`config.mk`:
```
export PLATFORM = sky130hd
export DESIGN_NAME = mrd_div7
export DESIGN_NICKNAME = d
export VERILOG_FILES = /design/src/verilog/mrd_pkg.sv /design/src/verilog/mrd_div7.sv
export SDC_FILE = /design/constraint.sdc
export NUM_CORES = 1
export LEC_CHECK = 0
export ABC_CLOCK_PERIOD_IN_PS = 8900
export CORE_ASPECT_RATIO = 1.4
export CORE_MARGIN = 3
export CORE_UTILIZATION = 45
export DETAILED_ROUTE_END_ITERATION = 8
export DONT_BUFFER_PORTS = 1
export PLACE_DENSITY_LB_ADDON = 0.05
export SYNTH_ARGS = -nofsm -noshare
export SYNTH_HDL_FRONTEND = slang
export SYNTH_SLANG_ARGS = --single-unit
```
`constraint.sdc`:
```
create_clock -name vclk -period 8.9
set_clock_uncertainty 0.1 [all_clocks]
set_input_delay 0 -clock vclk [all_inputs]
set_output_delay 0 -clock vclk [all_outputs]
set_load 0.05 [all_outputs]
```
`src/verilog/mrd_pkg.sv`:
```
package mrd_pkg;

	// bank and lane geometry
	localparam int N_BANKS    = 7;
	localparam int N_LANES    = 5;
	localparam int MAX_STAGES = 4;

	// data widths
	localparam int W_SAMPLE = 18;
	localparam int W_IDX    = 12;

	// marks a lane with no bank behind it
	localparam logic [2:0] BANK_NONE = 3'd7;

	// ------------------------------------------------------------------
	// sequencer states
	// ------------------------------------------------------------------
	typedef enum logic [2:0] {
		IDLE,
		SINK,
		RD,
		WAIT_WR_END
	} mrd_state_e;

endpackage

```
`src/verilog/mrd_div7.sv`:
```
`timescale 1ns/1ps

module mrd_div7
	import mrd_pkg::*;
(
	input  logic [W_IDX-1:0] idx,
	output logic [W_IDX-1:0] row,
	output logic [2:0]       bank
);

logic [3:0] rem;

// restoring division, one quotient bit per level
always_comb
begin
	rem = '0;
	for (int i = W_IDX - 1; i >= 0; i--)
	begin
		rem = {rem[2:0], idx[i]};
		if (rem >= 4'd7)
		begin
			rem    = rem - 4'd7;
			row[i] = 1'b1;
		end
		else
			row[i] = 1'b0;
	end
	bank = rem[2:0];
end

endmodule

```
==> metrics <==
status complete, no violations; Mapped Area 1247 um^2; initial antenna violation count 0; clock buffers 0; final hold vios 0; Mean Syn Cell Area 7.338 um^2; first-pass GRT wire length 5071 um; drt drc 0; Synth area leader ha_1; Pre-antenna DRT Iters 4; largest family of logic cells by synthesized area simple AND/OR/NAND/NOR gates; Nets 202; slowest stage cell on the critical path a211o_4; vias per cell 6.188; register area share after synthesis 0%; crit path kind in2out; max cap viols 0; simple-gate portion of the synthesized area 34.60%; most frequent cells in the layout nand2_1 (18), buf_4 (14), nor2_1 (9); Crit. Startpoint idx[9]; routed len/inst 14.44 um; Max Slew Vio Count 0; register area 0 um^2; Initial Utilization 47.21%; FFs & Latches 0; Max Freq 119.7 MHz; Syn Inst Count 170; std cell rows 22; most common cell after layout, fill and taps aside nand2_1; crit path max fanout 13; Post-DP HPWL 2523 um; WP data arrival 8.25 ns; GPL Wtd Cong 0.8532; mux contribution to synthesized area 12.14%; main area contributors after synthesis ha_1 (11%), nand2_1 (6.6%), mux2i_1 (4.8%); RSZ-0062 raised after global routing false; Crit. End Element output pin; Die Ht 68.30 um; Synth top area share 11.03%; die width 50.50 um; Worst path max stage delay 0.43 ns; PortBufs 0; full die area 3449 um^2; Tmin final 8.354 ns; final period utilization 93.87%; number of diodes 0; Adder-Cell Fraction of Synth Area 11.03%; largest net degree at the start of global routing 14; ANT nets after route 0; total number of vias 1318; synth warn 0; Post-Route WL 3076 um; Area Growth Syn to Fin 21.46%; final setup vio count 0; crit path launch type input port; drt initial violations 38; xor/xnor cell area share of the yosys netlist 6.921%; FILL cells 262; gr ovfl total 0; HP Class in2out; complex-gate fraction of the synthesized area 28.08%; all-layer global routing usage 17.64%; core area 2643 um^2; CP required 8.80 ns; Total Neg Setup Slack 0 ns; Worst Hold Launch idx[0]; I/O pin total 27; layout cells sized above 1 31.64%; post-synth cell types 66; vias in the first global route 1189
[kinds of logic after synthesis]
logic type                 after synthesis
and+or+nand+nor                         74
AOI/OAI and AO/OA                       45
buffers and inverters                   17
muxes                                   13
adders and majority gates               11
xor gates and xnor gates                 9
other                                    1
[metal layers]
metal | GRT usage (%) | up-vias | wire (um)
met5 | 0 | - | 0
met4 | 1.684 | 0 | 19
met3 | 1.089 | 2 | 107
met2 | 35.13 | 30 | 1614
met1 | 21.14 | 625 | 1334
li1 | - | 661 | -
[cell usage after synthesis (all sizes together) (2+ instances only)]
library cell / n
a211o: 2
a211oi: 2
a21o: 5
a21oi: 3
a22o: 2
a2bb2oi: 2
a31oi: 4
and2: 5
and3: 3
buf: 7
clkbuf: 2
ha: 11
inv: 8
mux2: 5
mux2i: 8
nand2: 22
nand2b: 2
nand3: 8
nand3b: 3
nand4b: 2
nor2: 10
nor3: 3
nor3b: 3
nor4: 2
o211ai: 3
o21ai: 4
o22ai: 3
o32a: 2
or2: 4
xnor2: 2
xor2: 7
[critical path, delay by kind of cell]
| family | cells | cell delay, ns |
|---|---|---|
| adder cells (fa/ha/maj) | 11 | 2.27 |
| AND/OR/NAND/NOR | 17 | 2.64 |
| XOR/XNOR | 7 | 1.09 |
| AO/OA/AOI/OAI | 9 | 1.83 |
| buffers and inverters | 1 | 0.06 |
| multiplexers | 1 | 0.39 |
[what timing repair did]
item                                    in CTS  in global routing
gates resized for setup                      0                  7
hold buffers                                 0                  0
endpoints found under the setup margin       0                  4
buffers inserted                             0                  4
[per-stage QoR]
step | setup WS (ns) | util (%) | cell area (um^2) | hold WS [ns] | instances
2_1_floorplan | 0.007059 | - | 1376 | 0.02500 | 171
3_3_place_gp | 0.2675 | 54.50 | 1440 | 0.1030 | 209
3_5_place_dp | 0.08246 | 54.50 | 1440 | 0.1055 | 209
4_1_cts | 0.04455 | 54.50 | 1440 | 0.1067 | 209
5_1_grt | 0.03542 | 57.34 | 1515 | 0.1066 | 213
6_report | 0.5456 | 57.34 | 1515 | 0.1043 | 213
[cell type report]
type                            count  area, um^2  area share [%]
Tap cell                           36       45.04           2.973
Multi-Input combinational cell    154        1315           86.79
Timing Repair Buffer               15       125.1           8.258
Inverter                            8       30.03           1.982
[worst paths after layout]
| check | end | slack (ns) | depth (start not counted) |
|---|---|---|---|
| setup / recovery | bank[1] | 0.55 | 46 |
| hold / removal | bank[0] | 0.10 | 2 |
Power is not shown: default switching activity piles up to over one toggle a cycle in this logic, so the estimate is an artifact.
