<file path="config.mk">
export PLATFORM = sky130hd
export DESIGN_NAME = mrd_seq_fsm
export DESIGN_NICKNAME = d
export VERILOG_FILES = /design/src/verilog/mrd_pkg.sv /design/src/verilog/mrd_seq_fsm.sv
export SDC_FILE = /design/constraint.sdc
export NUM_CORES = 1
export LEC_CHECK = 0
export BUFFER_PORTS_ARGS = -buffer_cell sky130_fd_sc_hd__buf_2
export CORE_ASPECT_RATIO = 0.8
export CORE_UTILIZATION = 40
export CTS_CLUSTER_SIZE = 25
export DETAILED_ROUTE_END_ITERATION = 8
export GPL_TIMING_DRIVEN = 0
export SETUP_SLACK_MARGIN = 0.5
export SYNTH_ARGS = -nofsm -noshare
export SYNTH_HDL_FRONTEND = slang
export SYNTH_SLANG_ARGS = --single-unit
</file>
<file path="constraint.sdc">
create_clock -name clk -period 2.8 [get_ports clk]
set_input_delay 0.28 -clock clk [delete_from_list [all_inputs] [get_ports clk]]
set_output_delay 0.28 -clock clk [all_outputs]
set_load 0.01 [all_outputs]
</file>
<file path="src/verilog/mrd_pkg.sv">
package mrd_pkg;

	// bank and lane geometry
	localparam int N_BANKS    = 7;
	localparam int N_LANES    = 5;
	localparam int MAX_STAGES = 4;

	// data widths
	localparam int W_SAMPLE = 18;
	localparam int W_IDX    = 12;

	// marks a lane with no bank behind it
	localparam logic [2:0] BANK_NONE = 3'd7;

	// ------------------------------------------------------------------
	// sequencer states
	// ------------------------------------------------------------------
	typedef enum logic [2:0] {
		IDLE,
		SINK,
		RD,
		WAIT_WR_END
	} mrd_state_e;

endpackage

</file>
<file path="src/verilog/mrd_seq_fsm.sv">
`timescale 1ns/1ps

module mrd_seq_fsm
	import mrd_pkg::*;
#(
	parameter int WAIT_CYCLES = 4
)
(
	input  logic             clk,
	input  logic             rst_n,
	input  logic             start,
	input  logic [2:0]       num_stages,
	input  logic             in_valid,
	input  logic             grp_last,
	input  logic             rd_end,
	input  logic [W_IDX-1:0] n_points,
	output mrd_state_e       state,
	output logic [W_IDX-1:0] sink_idx,
	output logic             sink_we,
	output logic             stage_start,
	output logic [2:0]       cnt_stage,
	output logic             done
);

localparam int W_GAP = (WAIT_CYCLES > 1) ? $clog2(WAIT_CYCLES) : 1;

logic [2:0]       stages_r;
logic [W_GAP-1:0] gap_cnt;
logic             last_stage;
logic             gap_done;

assign sink_we    = (state == SINK) && in_valid;
assign last_stage = (cnt_stage == stages_r - 3'd1);
assign gap_done   = (int'(gap_cnt) >= WAIT_CYCLES - 1);
assign done       = (state == WAIT_WR_END) && last_stage && rd_end;

// stage count is held for the whole transform
always_ff @(posedge clk)
begin
	if (state == IDLE && start)
		stages_r <= num_stages;
end

always_ff @(posedge clk)
begin
	if (!rst_n)
	begin
		state       <= IDLE;
		sink_idx    <= '0;
		stage_start <= 1'b0;
		cnt_stage   <= '0;
		gap_cnt     <= '0;
	end
	else
	begin
		stage_start <= 1'b0;
		case (state)
			IDLE:
			begin
				sink_idx  <= '0;
				cnt_stage <= '0;
				if (start)
					state <= SINK;
			end
			SINK:
			begin
				if (sink_we)
				begin
					sink_idx <= sink_idx + 1'b1;
					// last point written, first stage may start
					if (sink_idx == n_points - 1'b1)
					begin
						state       <= RD;
						stage_start <= 1'b1;
					end
				end
			end
			RD:
			begin
				gap_cnt <= '0;
				if (grp_last)
					state <= WAIT_WR_END;
			end
			WAIT_WR_END:
			begin
				if (last_stage)
				begin
					if (rd_end)
						state <= IDLE;
				end
				else if (gap_done)
				begin
					state       <= RD;
					stage_start <= 1'b1;
					cnt_stage   <= cnt_stage + 3'd1;
				end
				else
					gap_cnt <= gap_cnt + 1'b1;
			end
			default:
				state <= IDLE;
		endcase
	end
end

assert property (@(posedge clk) disable iff (!rst_n)
	(start && state == IDLE) |-> (num_stages >= 3'd2 && num_stages <= 3'(MAX_STAGES)));

endmodule

</file>
==> results.toml <==
[clock_tree]
numCtsBuffers = 3
htree_levels = 1
clk_latency_ns = 0.27
cts_setup_buffers = 0
clk_pin_slew_ns = 0.09
clock_tree.root_cell = "clkbuf_8"
cts_sinks = 23
tritoncts = "built"
cts_buffer_depth = 2

[layout]
layout_commonest_cell = "buf_2"
antenna_cells = 0
fin_nets = 273
area_delta_synth_final_pct = 18.9
postLayoutCoreUtil_pct = 51.2
drive_gt1_share_pct = 22.4
layout_common_cells = "39 x buf_2, 22 x nor2_1, 20 x dfxtp_1"
fillers = 406

[sta]
tns_ns = 0
hold_viol = 0
whs_ns = 0.175
timing.final.crit_share_pct = 78.9
slew_headroom_pct = 46.5
slew_violations = 0
fin_skew_ns = 0.00940
final.min_clock_period_ns = 2.21
fmaxAchievable_ghz = 0.452
worstMarginPinSlew_ns = 0.796
setup_viol_count_final = 0
rsz0062_at_grt = "false"

[setup_path]
cp_slowest_cell = "or4bb_2"
crit_type = "register to register"
cp.required_ns = 2.94
crit_path_cell_trace = "or4bb_2 > nand2_1 > nand4_1 > nor4_1 > and3_1 > a311oi_2"
crit_path_start_kind = "register"
cpPeakStageDelay_ns = 0.63
cp_num_buf_inv = 0
worst_ep_arrival_time_ns = 2.35
cp_max_fo = 9
cp-end-kind = "register"
path_delay_family = "simple AND/OR/NAND/NOR gates"

[power_and_ir_drop]
seq_power_share_pct = 51.0
pwr-share-clk_pct = 32.2
total_power_mw = 0.669
p_sw_mw = 0.185
leakage_nw = 0.840
p_per_area_mw_per_mm2 = 335
p_int_mw = 0.484
ir_drop_uv = 181
p_sw_share_pct = 27.6
power_frac_comb_pct = 16.7

[global_route]
antenna_found_initial = 0
grt.overflow.total = 0
grt_pass1_wl_mm = 6.14
grt_usage_pct = 18.2
grt_pass1_vias = 1314
grt_start_max_net_pins = 14

[synthesis]
synth_edf_count = 3
yosysSeqAreaShare_pct = 29.1
synthArstFlopShare_pct = 0
synth_cells = 204
synth_ff_type = "dfxtp_1"
yosys_warnings = 0
synth_fp_nets = 230
ys_ff_latch = 23
synthDistinctLibCells = 55
syn_area_mm2 = 0.00168
avgSynthCellArea_um2 = 8.25

[route]
drt-total-wl_mm = 3.71
initialDrtViolationCount = 76
viasPerCell = 5.14
dr.pass1.iters = 4
drc_errors = 0
ant_nets = 0
avgRoutedWirePerCell_um = 12.3
num_vias = 1546

[hold_path]
hold_path.class = "input port to register"

[floorplan]
rows = 20
coreArea_mm2 = 0.00390
num_io_pins = 42
start_util_pct = 43.1
die_x_um = 74.5
die_area_mm2 = 0.00447
fp.dieH_um = 60.0

[status]
status = "complete, no violations"

[placed_design]
io_buffers = 38
hpwl_mm = 2.90
place_congestion = 0.779

[run]
maxCapViolCount = 0
## worst paths after layout
check | slack [ns] | from | end | cells past startpoint
max | 0.59 | sink_idx[2] | state[0] | 6
max reg2reg | 0.59 | sink_idx[2] | state[0] | 6
min reg2reg | 0.51 | cnt_stage[2] | cnt_stage[2] | 2
min | 0.18 | num_stages[0] | stages_r[0] | 1
## metal layers
layer  up-vias  global-route usage [%]  routed length (um)
met5         -                       0                   0
met4         0                    6.47                  51
met3         5                    2.19                 176
met2        39                    24.2                1390
met1       688                    29.2                2090
li1        814                       -                   -
## cells by family after synthesis
logic type	count (synthesis)	share of synthesized area (%)
other	1	0.223
XOR/XNOR	26	14.3
AO/OA/AOI/OAI	39	17.3
buffers and inverters	21	5.65
multiplexers	4	2.38
flip-flops	23	29.1
AND/OR/NAND/NOR	85	27.3
adder cells (fa/ha/maj)	5	3.72
## sequential cells by signal (all words and copies together), names as in the netlist
| name | count |
|---|---|
| sink_idx | 12 |
| cnt_stage | 3 |
| stages_r | 3 |
| gap_cnt | 2 |
| state | 2 |
| stage_start | 1 |
## timing repair
action | 4_1_cts | 5_1_grt
hold buffers | 0 | 0
resized for setup | 0 | 2
setup endpoints to repair | 0 | 5
## cell usage after synthesis (5+ instances only)
library cell / number / area [um2]
and3_1: 6 / 37.5
clkbuf_1: 5 / 18.8
ha_1: 5 / 62.6
o21ai_0: 6 / 30.0
xor2_1: 18 / 158
dfxtp_1: 20 / 400
nand2_1: 15 / 56.3
xnor2_1: 7 / 61.3
nor2_1: 22 / 82.6
nor2b_1: 7 / 43.8
inv_1: 10 / 37.5
nand3_1: 12 / 60.1
a21oi_1: 9 / 45.0
## per-stage QoR
stage | area, um2 | setup WS [ns] | cells
floorplan | 1680 | 0.717 | 204
global placement | 1940 | 0.347 | 297
detailed placement | 1940 | 0.292 | 297
CTS | 1990 | 0.578 | 301
global route | 2000 | 0.530 | 301
finish | 2000 | 0.590 | 301
## power by group through the flow
stage          clock network (mW)  registers, mW  logic, mW
2_1_floorplan                   0          0.350     0.0708
3_3_place_gp                    0          0.350      0.110
3_5_place_dp                    0          0.350      0.110
4_1_cts                     0.225          0.342      0.111
5_1_grt                     0.234          0.342      0.125
6_report                    0.216          0.342      0.112
## area by class of cell
class                      instances  area (um2)  share of cell area [%]
tap                               55        68.8                    3.44
buffer                            10        53.8                    2.69
multi-input combinational        160        1110                    55.5
inverter                          11        41.3                    2.06
sequential                        23         490                    24.5
timing repair buffer              38         190                    9.51
clock inverter                     1        5.00                   0.250
clock buffer                       3        41.3                    2.06
## worst reg2reg max path: stages (launching register included)
cell and delay [ns]:
dfxtp_1 0.49, or4bb_2 0.63, nand2_1 0.09, nand4_1 0.11, nor4_1 0.40, and3_1 0.26, a311oi_2 0.10
Power figures use the tool's default switching activity.
