[src/verilog/mrd_pkg.sv]
package mrd_pkg;

	// bank and lane geometry
	localparam int N_BANKS    = 7;
	localparam int N_LANES    = 5;
	localparam int MAX_STAGES = 4;

	// data widths
	localparam int W_SAMPLE = 18;
	localparam int W_IDX    = 12;

	// marks a lane with no bank behind it
	localparam logic [2:0] BANK_NONE = 3'd7;

	// ------------------------------------------------------------------
	// sequencer states
	// ------------------------------------------------------------------
	typedef enum logic [2:0] {
		IDLE,
		SINK,
		RD,
		WAIT_WR_END
	} mrd_state_e;

endpackage

[src/verilog/mrd_cta_addr.sv]
`timescale 1ns/1ps

module mrd_cta_addr
	import mrd_pkg::*;
(
	input  logic                               clk,
	input  logic                               rst_n,
	input  logic                               start,
	input  logic [2:0]                         num_stages,
	input  logic [0:MAX_STAGES-1][2:0]         factor,
	input  logic                               stage_start,
	input  logic [2:0]                         cnt_stage,
	output logic [W_IDX-1:0]                   n_points,
	output logic                               grp_valid,
	output logic                               grp_last,
	output logic [0:N_LANES-1][W_IDX-1:0]      pt_idx,
	output logic [0:N_LANES-1][W_IDX-1:0]      twdl_numrtr,
	output logic [W_IDX-1:0]                   twdl_demontr,
	output logic [2:0]                         grp_factor
);

logic [W_IDX-1:0] len_c;
logic [W_IDX-1:0] span_c;
logic [W_IDX-1:0] stride_c;
logic [W_IDX-1:0] stride;
logic [W_IDX-1:0] base;
logic [W_IDX-1:0] offset;
logic [W_IDX-1:0] pt_c;
logic [W_IDX-1:0] tw_c;

// ----------------------------------------------------------------------
// length, span and stride as running products
// ----------------------------------------------------------------------
always_comb
begin
	len_c    = W_IDX'(1);
	span_c   = W_IDX'(1);
	stride_c = W_IDX'(1);
	for (int i = 0; i < MAX_STAGES; i++)
	begin
		if (i < int'(num_stages))
		begin
			len_c = W_IDX'(len_c * factor[i]);
			if (i >= int'(cnt_stage))
				span_c = W_IDX'(span_c * factor[i]);
			if (i > int'(cnt_stage))
				stride_c = W_IDX'(stride_c * factor[i]);
		end
	end
end

always_ff @(posedge clk)
begin
	if (start)
		n_points <= len_c;
	if (stage_start)
	begin
		twdl_demontr <= span_c;
		stride       <= stride_c;
		grp_factor   <= factor[cnt_stage];
	end
end

// ----------------------------------------------------------------------
// block base and offset counters, one group per cycle
// ----------------------------------------------------------------------
assign grp_last = grp_valid && (offset == stride - 1'b1) && (base + twdl_demontr == n_points);

always_ff @(posedge clk)
begin
	if (!rst_n)
	begin
		grp_valid <= 1'b0;
		base      <= '0;
		offset    <= '0;
	end
	else if (stage_start)
	begin
		grp_valid <= 1'b1;
		base      <= '0;
		offset    <= '0;
	end
	else if (grp_valid)
	begin
		if (grp_last)
			grp_valid <= 1'b0;
		if (offset == stride - 1'b1)
		begin
			offset <= '0;
			base   <= base + twdl_demontr;
		end
		else
			offset <= offset + 1'b1;
	end
end

// lane k sits k strides on, twiddle k*j by repeated add
always_comb
begin
	pt_c = base + offset;
	tw_c = '0;
	for (int k = 0; k < N_LANES; k++)
	begin
		if (k < int'(grp_factor))
		begin
			pt_idx[k]      = pt_c;
			twdl_numrtr[k] = tw_c;
		end
		else
		begin
			pt_idx[k]      = '0;
			twdl_numrtr[k] = '0;
		end
		pt_c = pt_c + stride;
		tw_c = tw_c + offset;
	end
end

for (genvar i = 0; i < MAX_STAGES; i++)
begin : g_fac_chk
	assert property (@(posedge clk) disable iff (!rst_n)
		(start && i < num_stages) |-> (factor[i] >= 3'd2 && factor[i] <= 3'd5));
end

endmodule

[config.mk]
export PLATFORM = sky130hd
export DESIGN_NAME = mrd_cta_addr
export DESIGN_NICKNAME = d
export VERILOG_FILES = /design/src/verilog/mrd_pkg.sv /design/src/verilog/mrd_cta_addr.sv
export SDC_FILE = /design/constraint.sdc
export NUM_CORES = 1
export LEC_CHECK = 0
export ABC_AREA = 1
export BUFFER_PORTS_ARGS = -buffer_cell sky130_fd_sc_hd__buf_2
export CAP_MARGIN = 20
export CORE_ASPECT_RATIO = 1.5
export CORE_MARGIN = 1
export CORE_UTILIZATION = 45
export DETAILED_ROUTE_END_ITERATION = 16
export PLACE_DENSITY = 0.74
export SYNTH_ARGS = -nofsm -noshare
export SYNTH_HDL_FRONTEND = slang
export SYNTH_SLANG_ARGS = --single-unit
[constraint.sdc]
create_clock -name clk -period 5.9 [get_ports clk]
set_clock_uncertainty 0.15 [all_clocks]
set_input_delay 0.295 -clock clk [delete_from_list [all_inputs] [get_ports clk]]
set_output_delay 0.295 -clock clk [all_outputs]
set_load 0.02 [all_outputs]
==> metrics.csv, run 1 <==
stage;metric;value;unit
synthesis;share of the synthesized area in the top cell type;15.24;%
job;Max Cap Violations;0;
sta;relative slew slack;38.71;%
die;chip height;197.0;um
synthesis;synthesized area;11410;um^2
synthesis;Post-synth EDFFs;36;
worst_setup_path;Worst setup SP type;flop;
drt;Iteration-0 DRC Markers;694;
synthesis;Synth Register Bits;61;
place;RD Place Congestion;0.9663;
worst_setup_path;CP startpoint;offset[0];
worst_setup_path;Worst EP required;5.45;ns
worst_setup_path;worst r2r dst;base[10];
synthesis;synth top area cells;ha_1, nand2_1, inv_1;
cells_and_area;Multi-input gate area;9359;um^2
cells_and_area;nets;2368;
die;DIE WIDTH;132.0;um
synthesis;synth warn;0;
clock_tree;CTS sink count;61;
sta;part of the cycle the worst path needs;107.4;%
cells_and_area;area grow syn2layout;35.99;%
pwr;P_leak;8.523;nW
sta;RSZ-0062 raised after global routing;yes;
synthesis;Post-synth ARST share;0;%
die;core box area;24960;um^2
worst_setup_path;R2R Setup Slk;2.94;ns
pwr;Tot Pwr;2.943;mW
worst_setup_path;Crit. path cell count;37;
clock_tree;worst skew pair latency;0.34;ns
die;starting density of the core;45.70;%
clock_tree;clock root buffer master;clkbuf_16;
drt;DRC viols;0;
grt;GRT Total Usage;28.44;%
pwr;peak supply drop;0.2479;mV
worst_setup_path;critical path class;reg2out;
status;outcome;finished, violations left;
clock_tree;CTS tree;built;
drt;Detailed Route WL;39.20;mm
worst_setup_path;critical path fanouts, max;4;
cells_and_area;filler instances;2140;
sta;Fin. Hold Viols;0;
cells_and_area;layout cell share with drive strength beyond 1;30.90;%
worst_setup_path;WP data arrival;5.89;ns
drt;Via Count;13240;
sta;final setup fails;7;
worst_setup_path;critical path endpoint;pt_idx[11];
cells_and_area;Seq. cell area;1590;um^2
drt;DRT Pass-1 Iters;5;
worst_setup_path;CP peak stage delay;0.37;ns
clock_tree;hold buffer count at cts;0;
sta;Slew @ Worst Pin;0.9160;ns
worst_setup_path;CP top delay family;adder cells;
synthesis;Syn Area/Cell;6.289;um^2
clock_tree;H-tree depth;3;
grt;Overflow after GRT;0;
worst_setup_path;most frequent CP cell;nand2_2;
place;placed cells;2434;
worst_setup_path;worst r2r src;stride[1];
synthesis;Syn Inst Count;1814;
clock_tree;CTS Buf Count;9;
place;number of buffers added on ports;156;
cells_and_area;final core utilization;62.15;%
drt;ANT nets after route;0;
cells_and_area;ANT cells;0;
drt;Via density;5.304;
drt;drt wl/cell;15.71;um
grt;first-pass GRT wire length;59.13;mm
clock_tree;clock-pin slew on the worst setup and hold paths;0.06;ns
worst_setup_path;Setup crit end kind;primary output;
synthesis;Distinct cells, synth;51;
grt;vias in the first global route;12690;
worst_setup_path;Crit-path slowest cell;fa_2;
sta;fin worst setup slack;-0.4353;ns
place;Final HPWL DP;30.35;mm
die;I/O Pins;171;
worst_setup_path;FF-to-FF path depth;15;
status;failing checks;negative setup slack;
sta;post-route minimum period;6.335;ns
worst_hold_path;hold crit path type;in2reg;
sta;Slew Viols, Final;0;
clock_tree;Clock Tree Buf Depth;2;
worst_setup_path;critical path buffer and inverter count;8;
pwr;pwr/cell area;189.7;nW/um^2
synthesis;leading area contributor after synthesis;ha_1;
grt;pin count of the biggest net entering global routing;27;
synthesis;sequential element share of the synthesized area;13.86;%
sta;fmax;157.8;MHz
die;Std-Cell Rows;71;
cells_and_area;final non-filler cell total;2496;
grt;antenna violations before repair;0;
synthesis;Primary FF master, synth;edfxtp_1;
die;Die ar.;26010;um^2
[registers in the layout, indices dropped and copies added, names as in the netlist]
name and flops:
n_points 12, offset 12, stride 9, grp_valid 1, grp_factor 3, twdl_demontr 12, base 12
[per-stage QoR]
step | cell area [um^2] | setup slack (ns) | setup TNS, ns | hold WS [ns]
global placement | 13830 | -0.3057 | -1.841 | 0.3840
finish | 15510 | -0.4353 | -1.921 | 0.08076
CTS | 14580 | -0.2399 | -0.6290 | 0.07714
global route | 15510 | -0.6910 | -5.113 | 0.1006
floorplan | 11630 | -0.01181 | -0.01699 | 0.2575
detailed placement | 13830 | -0.3958 | -3.294 | 0.4084
[Yosys cell counts, types with 6 or more instances]
cell type / count
edfxtp_1: 36
o21ai_1: 13
inv_2: 6
nor2_1: 240
xor2_1: 39
buf_4: 16
nand3_1: 82
inv_1: 359
clkbuf_1: 22
ha_1: 139
fa_1: 44
xnor2_1: 18
dfxtp_1: 25
o21bai_1: 14
nor3_1: 28
o22ai_1: 7
nand4_1: 18
nand2_2: 17
nor2_2: 12
o21ai_0: 85
a21oi_1: 109
nand2_1: 404
a31oi_1: 14
or2_2: 8
[power by group]
group | switching, mW | total [mW] | internal, mW | leakage [nW]
clock | 0.208 | 0.593 | 0.385 | 0.160
sequential | 0.0399 | 0.525 | 0.485 | 0.550
combinational | 1.06 | 1.82 | 0.763 | 7.81
[cell usage in the layout (no fill, tap or decap), types with 18 or more instances in the layout]
cell type	n
o21ai_1	23
nor2_2	31
a21oi_2	23
nand2_2	45
buf_2	149
inv_2	40
edfxtp_1	36
nand2_1	372
dfxtp_1	18
ha_4	24
nor2_1	213
a21oi_1	82
xor2_1	29
nand3_1	70
nor3_1	23
o21ai_0	66
fa_1	36
ha_1	112
inv_1	320
nand4_1	18
buf_4	206
[repair_timing]
action	in CTS	in global routing
setup endpoints to repair	7	20
gates resized for setup	82	179
pin swaps	53	117
buffers inserted	15	30
[area by class of cell]
| class | instances | share of cell area [%] |
|---|---|---|
| clock inverter | 6 | 0.6048 |
| tap | 328 | 2.645 |
| inverter | 366 | 8.944 |
| multi-input combinational | 1358 | 60.32 |
| sequential | 61 | 10.25 |
| timing repair buffer | 367 | 15.69 |
| clock buffer | 10 | 1.540 |
[worst min path at each step]
stage / from / end / cells after the start
2_1_floorplan: stage_start / grp_factor[0] / 0
3_3_place_gp: base[6] / base[6] / 2
3_5_place_dp: base[9] / base[9] / 2
4_1_cts: rst_n / grp_valid / 3
5_1_grt: rst_n / grp_valid / 3
6_report: rst_n / grp_valid / 3
[worst reg2reg max path, cell delays in order, from the launching register on]
cell and delay (ns):
edfxtp_1 0.41, inv_1 0.15, buf_4 0.18, ha_1 0.25, inv_1 0.06, nand2_1 0.06
nand2_1 0.08, nand2_1 0.08, nand2_1 0.07, nor2_1 0.13, nand3_1 0.12, nor2_1 0.21
nand4_4 0.17, nor2_4 0.43, o21ai_0 0.15, a31oi_1 0.18
[routing by layer]
| layer | wire (um) | vias to the layer above | track usage [%] | part of all wire (%) |
|---|---|---|---|---|
| met5 | 0 | - | 0 | 0 |
| met4 | 3167 | 0 | 21.02 | 8.1 |
| met3 | 2090 | 179 | 3.310 | 5.3 |
| met2 | 20620 | 511 | 55.73 | 53 |
| met1 | 13320 | 6141 | 26.95 | 34 |
| li1 | - | 6407 | - | - |
[kinds of logic after synthesis]
family | synth area share [%]
simple gates | 31.60
buf+inv | 14.04
compound gates | 13.13
fa+ha+maj | 22.97
flops | 13.86
xor+xnor | 4.376
other cells | 0.03287
Note: power is estimated with default switching activity, not from simulation.
==> run 2, diff against run 1 <==
--- a/config.mk
+++ b/config.mk
@@ -13,6 +13,7 @@
 export CORE_UTILIZATION = 45
 export DETAILED_ROUTE_END_ITERATION = 16
 export PLACE_DENSITY = 0.74
+export REMOVE_ABC_BUFFERS = 1
 export SYNTH_ARGS = -nofsm -noshare
 export SYNTH_HDL_FRONTEND = slang
 export SYNTH_SLANG_ARGS = --single-unit
==> run 2 against run 1 <==
The flow still finishes with violations (negative setup slack). Power rose by 1.6%. Sequential share of layout area fell by 0.15 points. Clock power barely moved. Sequential cell count did not move. Maximum frequency barely moved. First-iteration DRC count rose by 6.9%. Critical path depth did not move. Die area did not move. Utilization rose by 0.70 points. Non-clock buffer count rose by 21. Critical endpoint unchanged. Largest cell class unchanged. Largest power group unchanged.
==> metrics.csv, run 2 (same netlist as run 1, synthesis figures left out) <==
stage;metric;value;unit
status;outcome;finished, violations left;
status;failing checks;negative setup slack;
sta;fmax;157.9;MHz
worst_setup_path;Worst setup SP type;flop;
cells_and_area;layout cell share with drive strength beyond 1;30.33;%
clock_tree;clock root buffer master;clkbuf_16;
sta;post-route minimum period;6.334;ns
worst_setup_path;critical path class;reg2out;
grt;pin count of the biggest net entering global routing;27;
clock_tree;H-tree depth;3;
sta;RSZ-0062 raised after global routing;yes;
sta;Slew Viols, Final;0;
drt;Iteration-0 DRC Markers;742;
worst_setup_path;CP startpoint;offset[0];
worst_setup_path;Setup crit end kind;primary output;
sta;final setup fails;7;
clock_tree;worst skew pair latency;0.34;ns
clock_tree;CTS sink count;61;
sta;part of the cycle the worst path needs;107.3;%
sta;Slew @ Worst Pin;0.7582;ns
place;Post-Place Worst Slack;-0.6142;ns
sta;Fin. Hold Viols;0;
pwr;pwr/cell area;190.6;nW/um^2
job;Max Cap Violations;0;
grt;vias in the first global route;13120;
drt;DRC viols;0;
worst_setup_path;CP top delay family;adder cells;
cells_and_area;ANT cells;0;
place;number of buffers added on ports;156;
cells_and_area;area grow syn2layout;37.52;%
worst_setup_path;critical path fanouts, max;4;
worst_setup_path;worst r2r dst;base[10];
die;starting density of the core;45.70;%
drt;drt wl/cell;15.91;um
worst_setup_path;FF-to-FF path depth;15;
die;core box area;24960;um^2
pwr;P_leak;8.649;nW
worst_setup_path;CP peak stage delay;0.38;ns
drt;Via density;5.321;
drt;Via Count;13390;
worst_hold_path;hold crit path type;in2reg;
cells_and_area;final non-filler cell total;2517;
clock_tree;CTS tree;built;
worst_hold_path;hold path cells;3;
drt;DRT Pass-1 Iters;5;
worst_setup_path;R2R Setup Slk;2.85;ns
die;chip height;197.0;um
worst_hold_path;Hold Path End;grp_valid;
cells_and_area;commonest cells after routing, fill and taps aside;nand2_1, inv_1, buf_4;
grt;first-pass GRT wire length;59.53;mm
worst_hold_path;Hold Startpoint;rst_n;
clock_tree;Clock Tree Buf Depth;2;
worst_setup_path;critical path buffer and inverter count;8;
place;Final HPWL DP;30.17;mm
die;I/O Pins;171;
grt;Overflow after GRT;0;
worst_setup_path;most frequent CP cell;ha_4;
die;Std-Cell Rows;71;
place;RD Place Congestion;0.9570;
drt;Detailed Route WL;40.06;mm
worst_setup_path;WP data arrival;5.89;ns
sta;fin worst setup slack;-0.4336;ns
grt;GRT Total Usage;28.40;%
clock_tree;hold buffer count at cts;0;
worst_setup_path;worst r2r src;stride[1];
clock_tree;clock-pin slew on the worst setup and hold paths;0.06;ns
die;Die ar.;26010;um^2
cells_and_area;commonest non-fill, non-tap cell in the layout;nand2_1;
grt;antenna violations before repair;0;
sta;relative slew slack;49.40;%
drt;ANT nets after route;0;
worst_setup_path;Crit-path slowest cell;fa_2;
cells_and_area;nets;2389;
place;placed cells;2455;
die;DIE WIDTH;132.0;um
worst_setup_path;Worst EP required;5.45;ns
clock_tree;CTS Buf Count;9;
pwr;peak supply drop;0.2137;mV
[run 2: cell types whose count changed in the layout (fill, tap and decap cells not counted), moves of 5 or more]
cell     previous run  this run
inv_1             320       327
nor2_1            213       220
nor2_2             31        22
inv_2              40        34
buf_4             206       221
nand2_2            45        40
[run 2: power by group]
group	leakage, nW	internal, mW	switching [mW]
combinational	7.94	0.822	1.05
sequential	0.548	0.485	0.0382
clock	0.159	0.384	0.206
[run 2: what timing repair did]
item	4_1_cts	5_1_grt
setup buffers	27	21
endpoints found under the setup margin	15	21
cloned	0	0
pin swaps	47	102
gates resized for setup	108	173
[run 2: worst min-delay path: cells and delay by family]
kind                   cells  cell delay [ns]
buffers and inverters      2             0.15
AO/OA/AOI/OAI              1             0.04
[run 2: layout make-up]
cell class / instances / area [um^2]
multi-input combinational: 1358 / 9356
inverter: 366 / 1386
tap: 328 / 410.4
timing repair buffer: 388 / 2618
clock buffer: 10 / 239.0
clock inverter: 6 / 93.84
fill: 2161 / 9274
sequential: 61 / 1585
[run 2: layer usage]
metal  GRT usage [%]  up-vias  share of wire [%]
li1                -     6459                  -
met1           25.18     6221                 33
met2           56.97      515                 54
met3           3.926      197                4.9
met4           21.71        0                7.6
met5               0        -                  0
[run 2: worst max path at each step]
stage	endpoint	slack, ns	cells after the start
floorplan	twdl_demontr[10]	-0.37	37
detailed placement	n_points[11]	-0.61	37
CTS	pt_idx[11]	-0.20	36
finish	pt_idx[11]	-0.43	37
global placement	n_points[11]	-0.41	37
global route	pt_idx[11]	-0.64	37
[run 2: metrics by stage]
stage / setup TNS, ns / area [um^2] / hold WS, ns / util, % / total power, mW
floorplan: -1.969 / 11230 / 0.2575 / - / 1.382
CTS: -0.7047 / 14820 / 0.03423 / 59.36 / 2.739
global placement: -3.446 / 13820 / 0.3820 / 55.38 / 1.915
detailed placement: -6.232 / 13820 / 0.3880 / 55.38 / 1.954
finish: -1.561 / 15690 / 0.04346 / 62.85 / 2.990
global route: -4.392 / 15690 / 0.04798 / 62.85 / 3.170
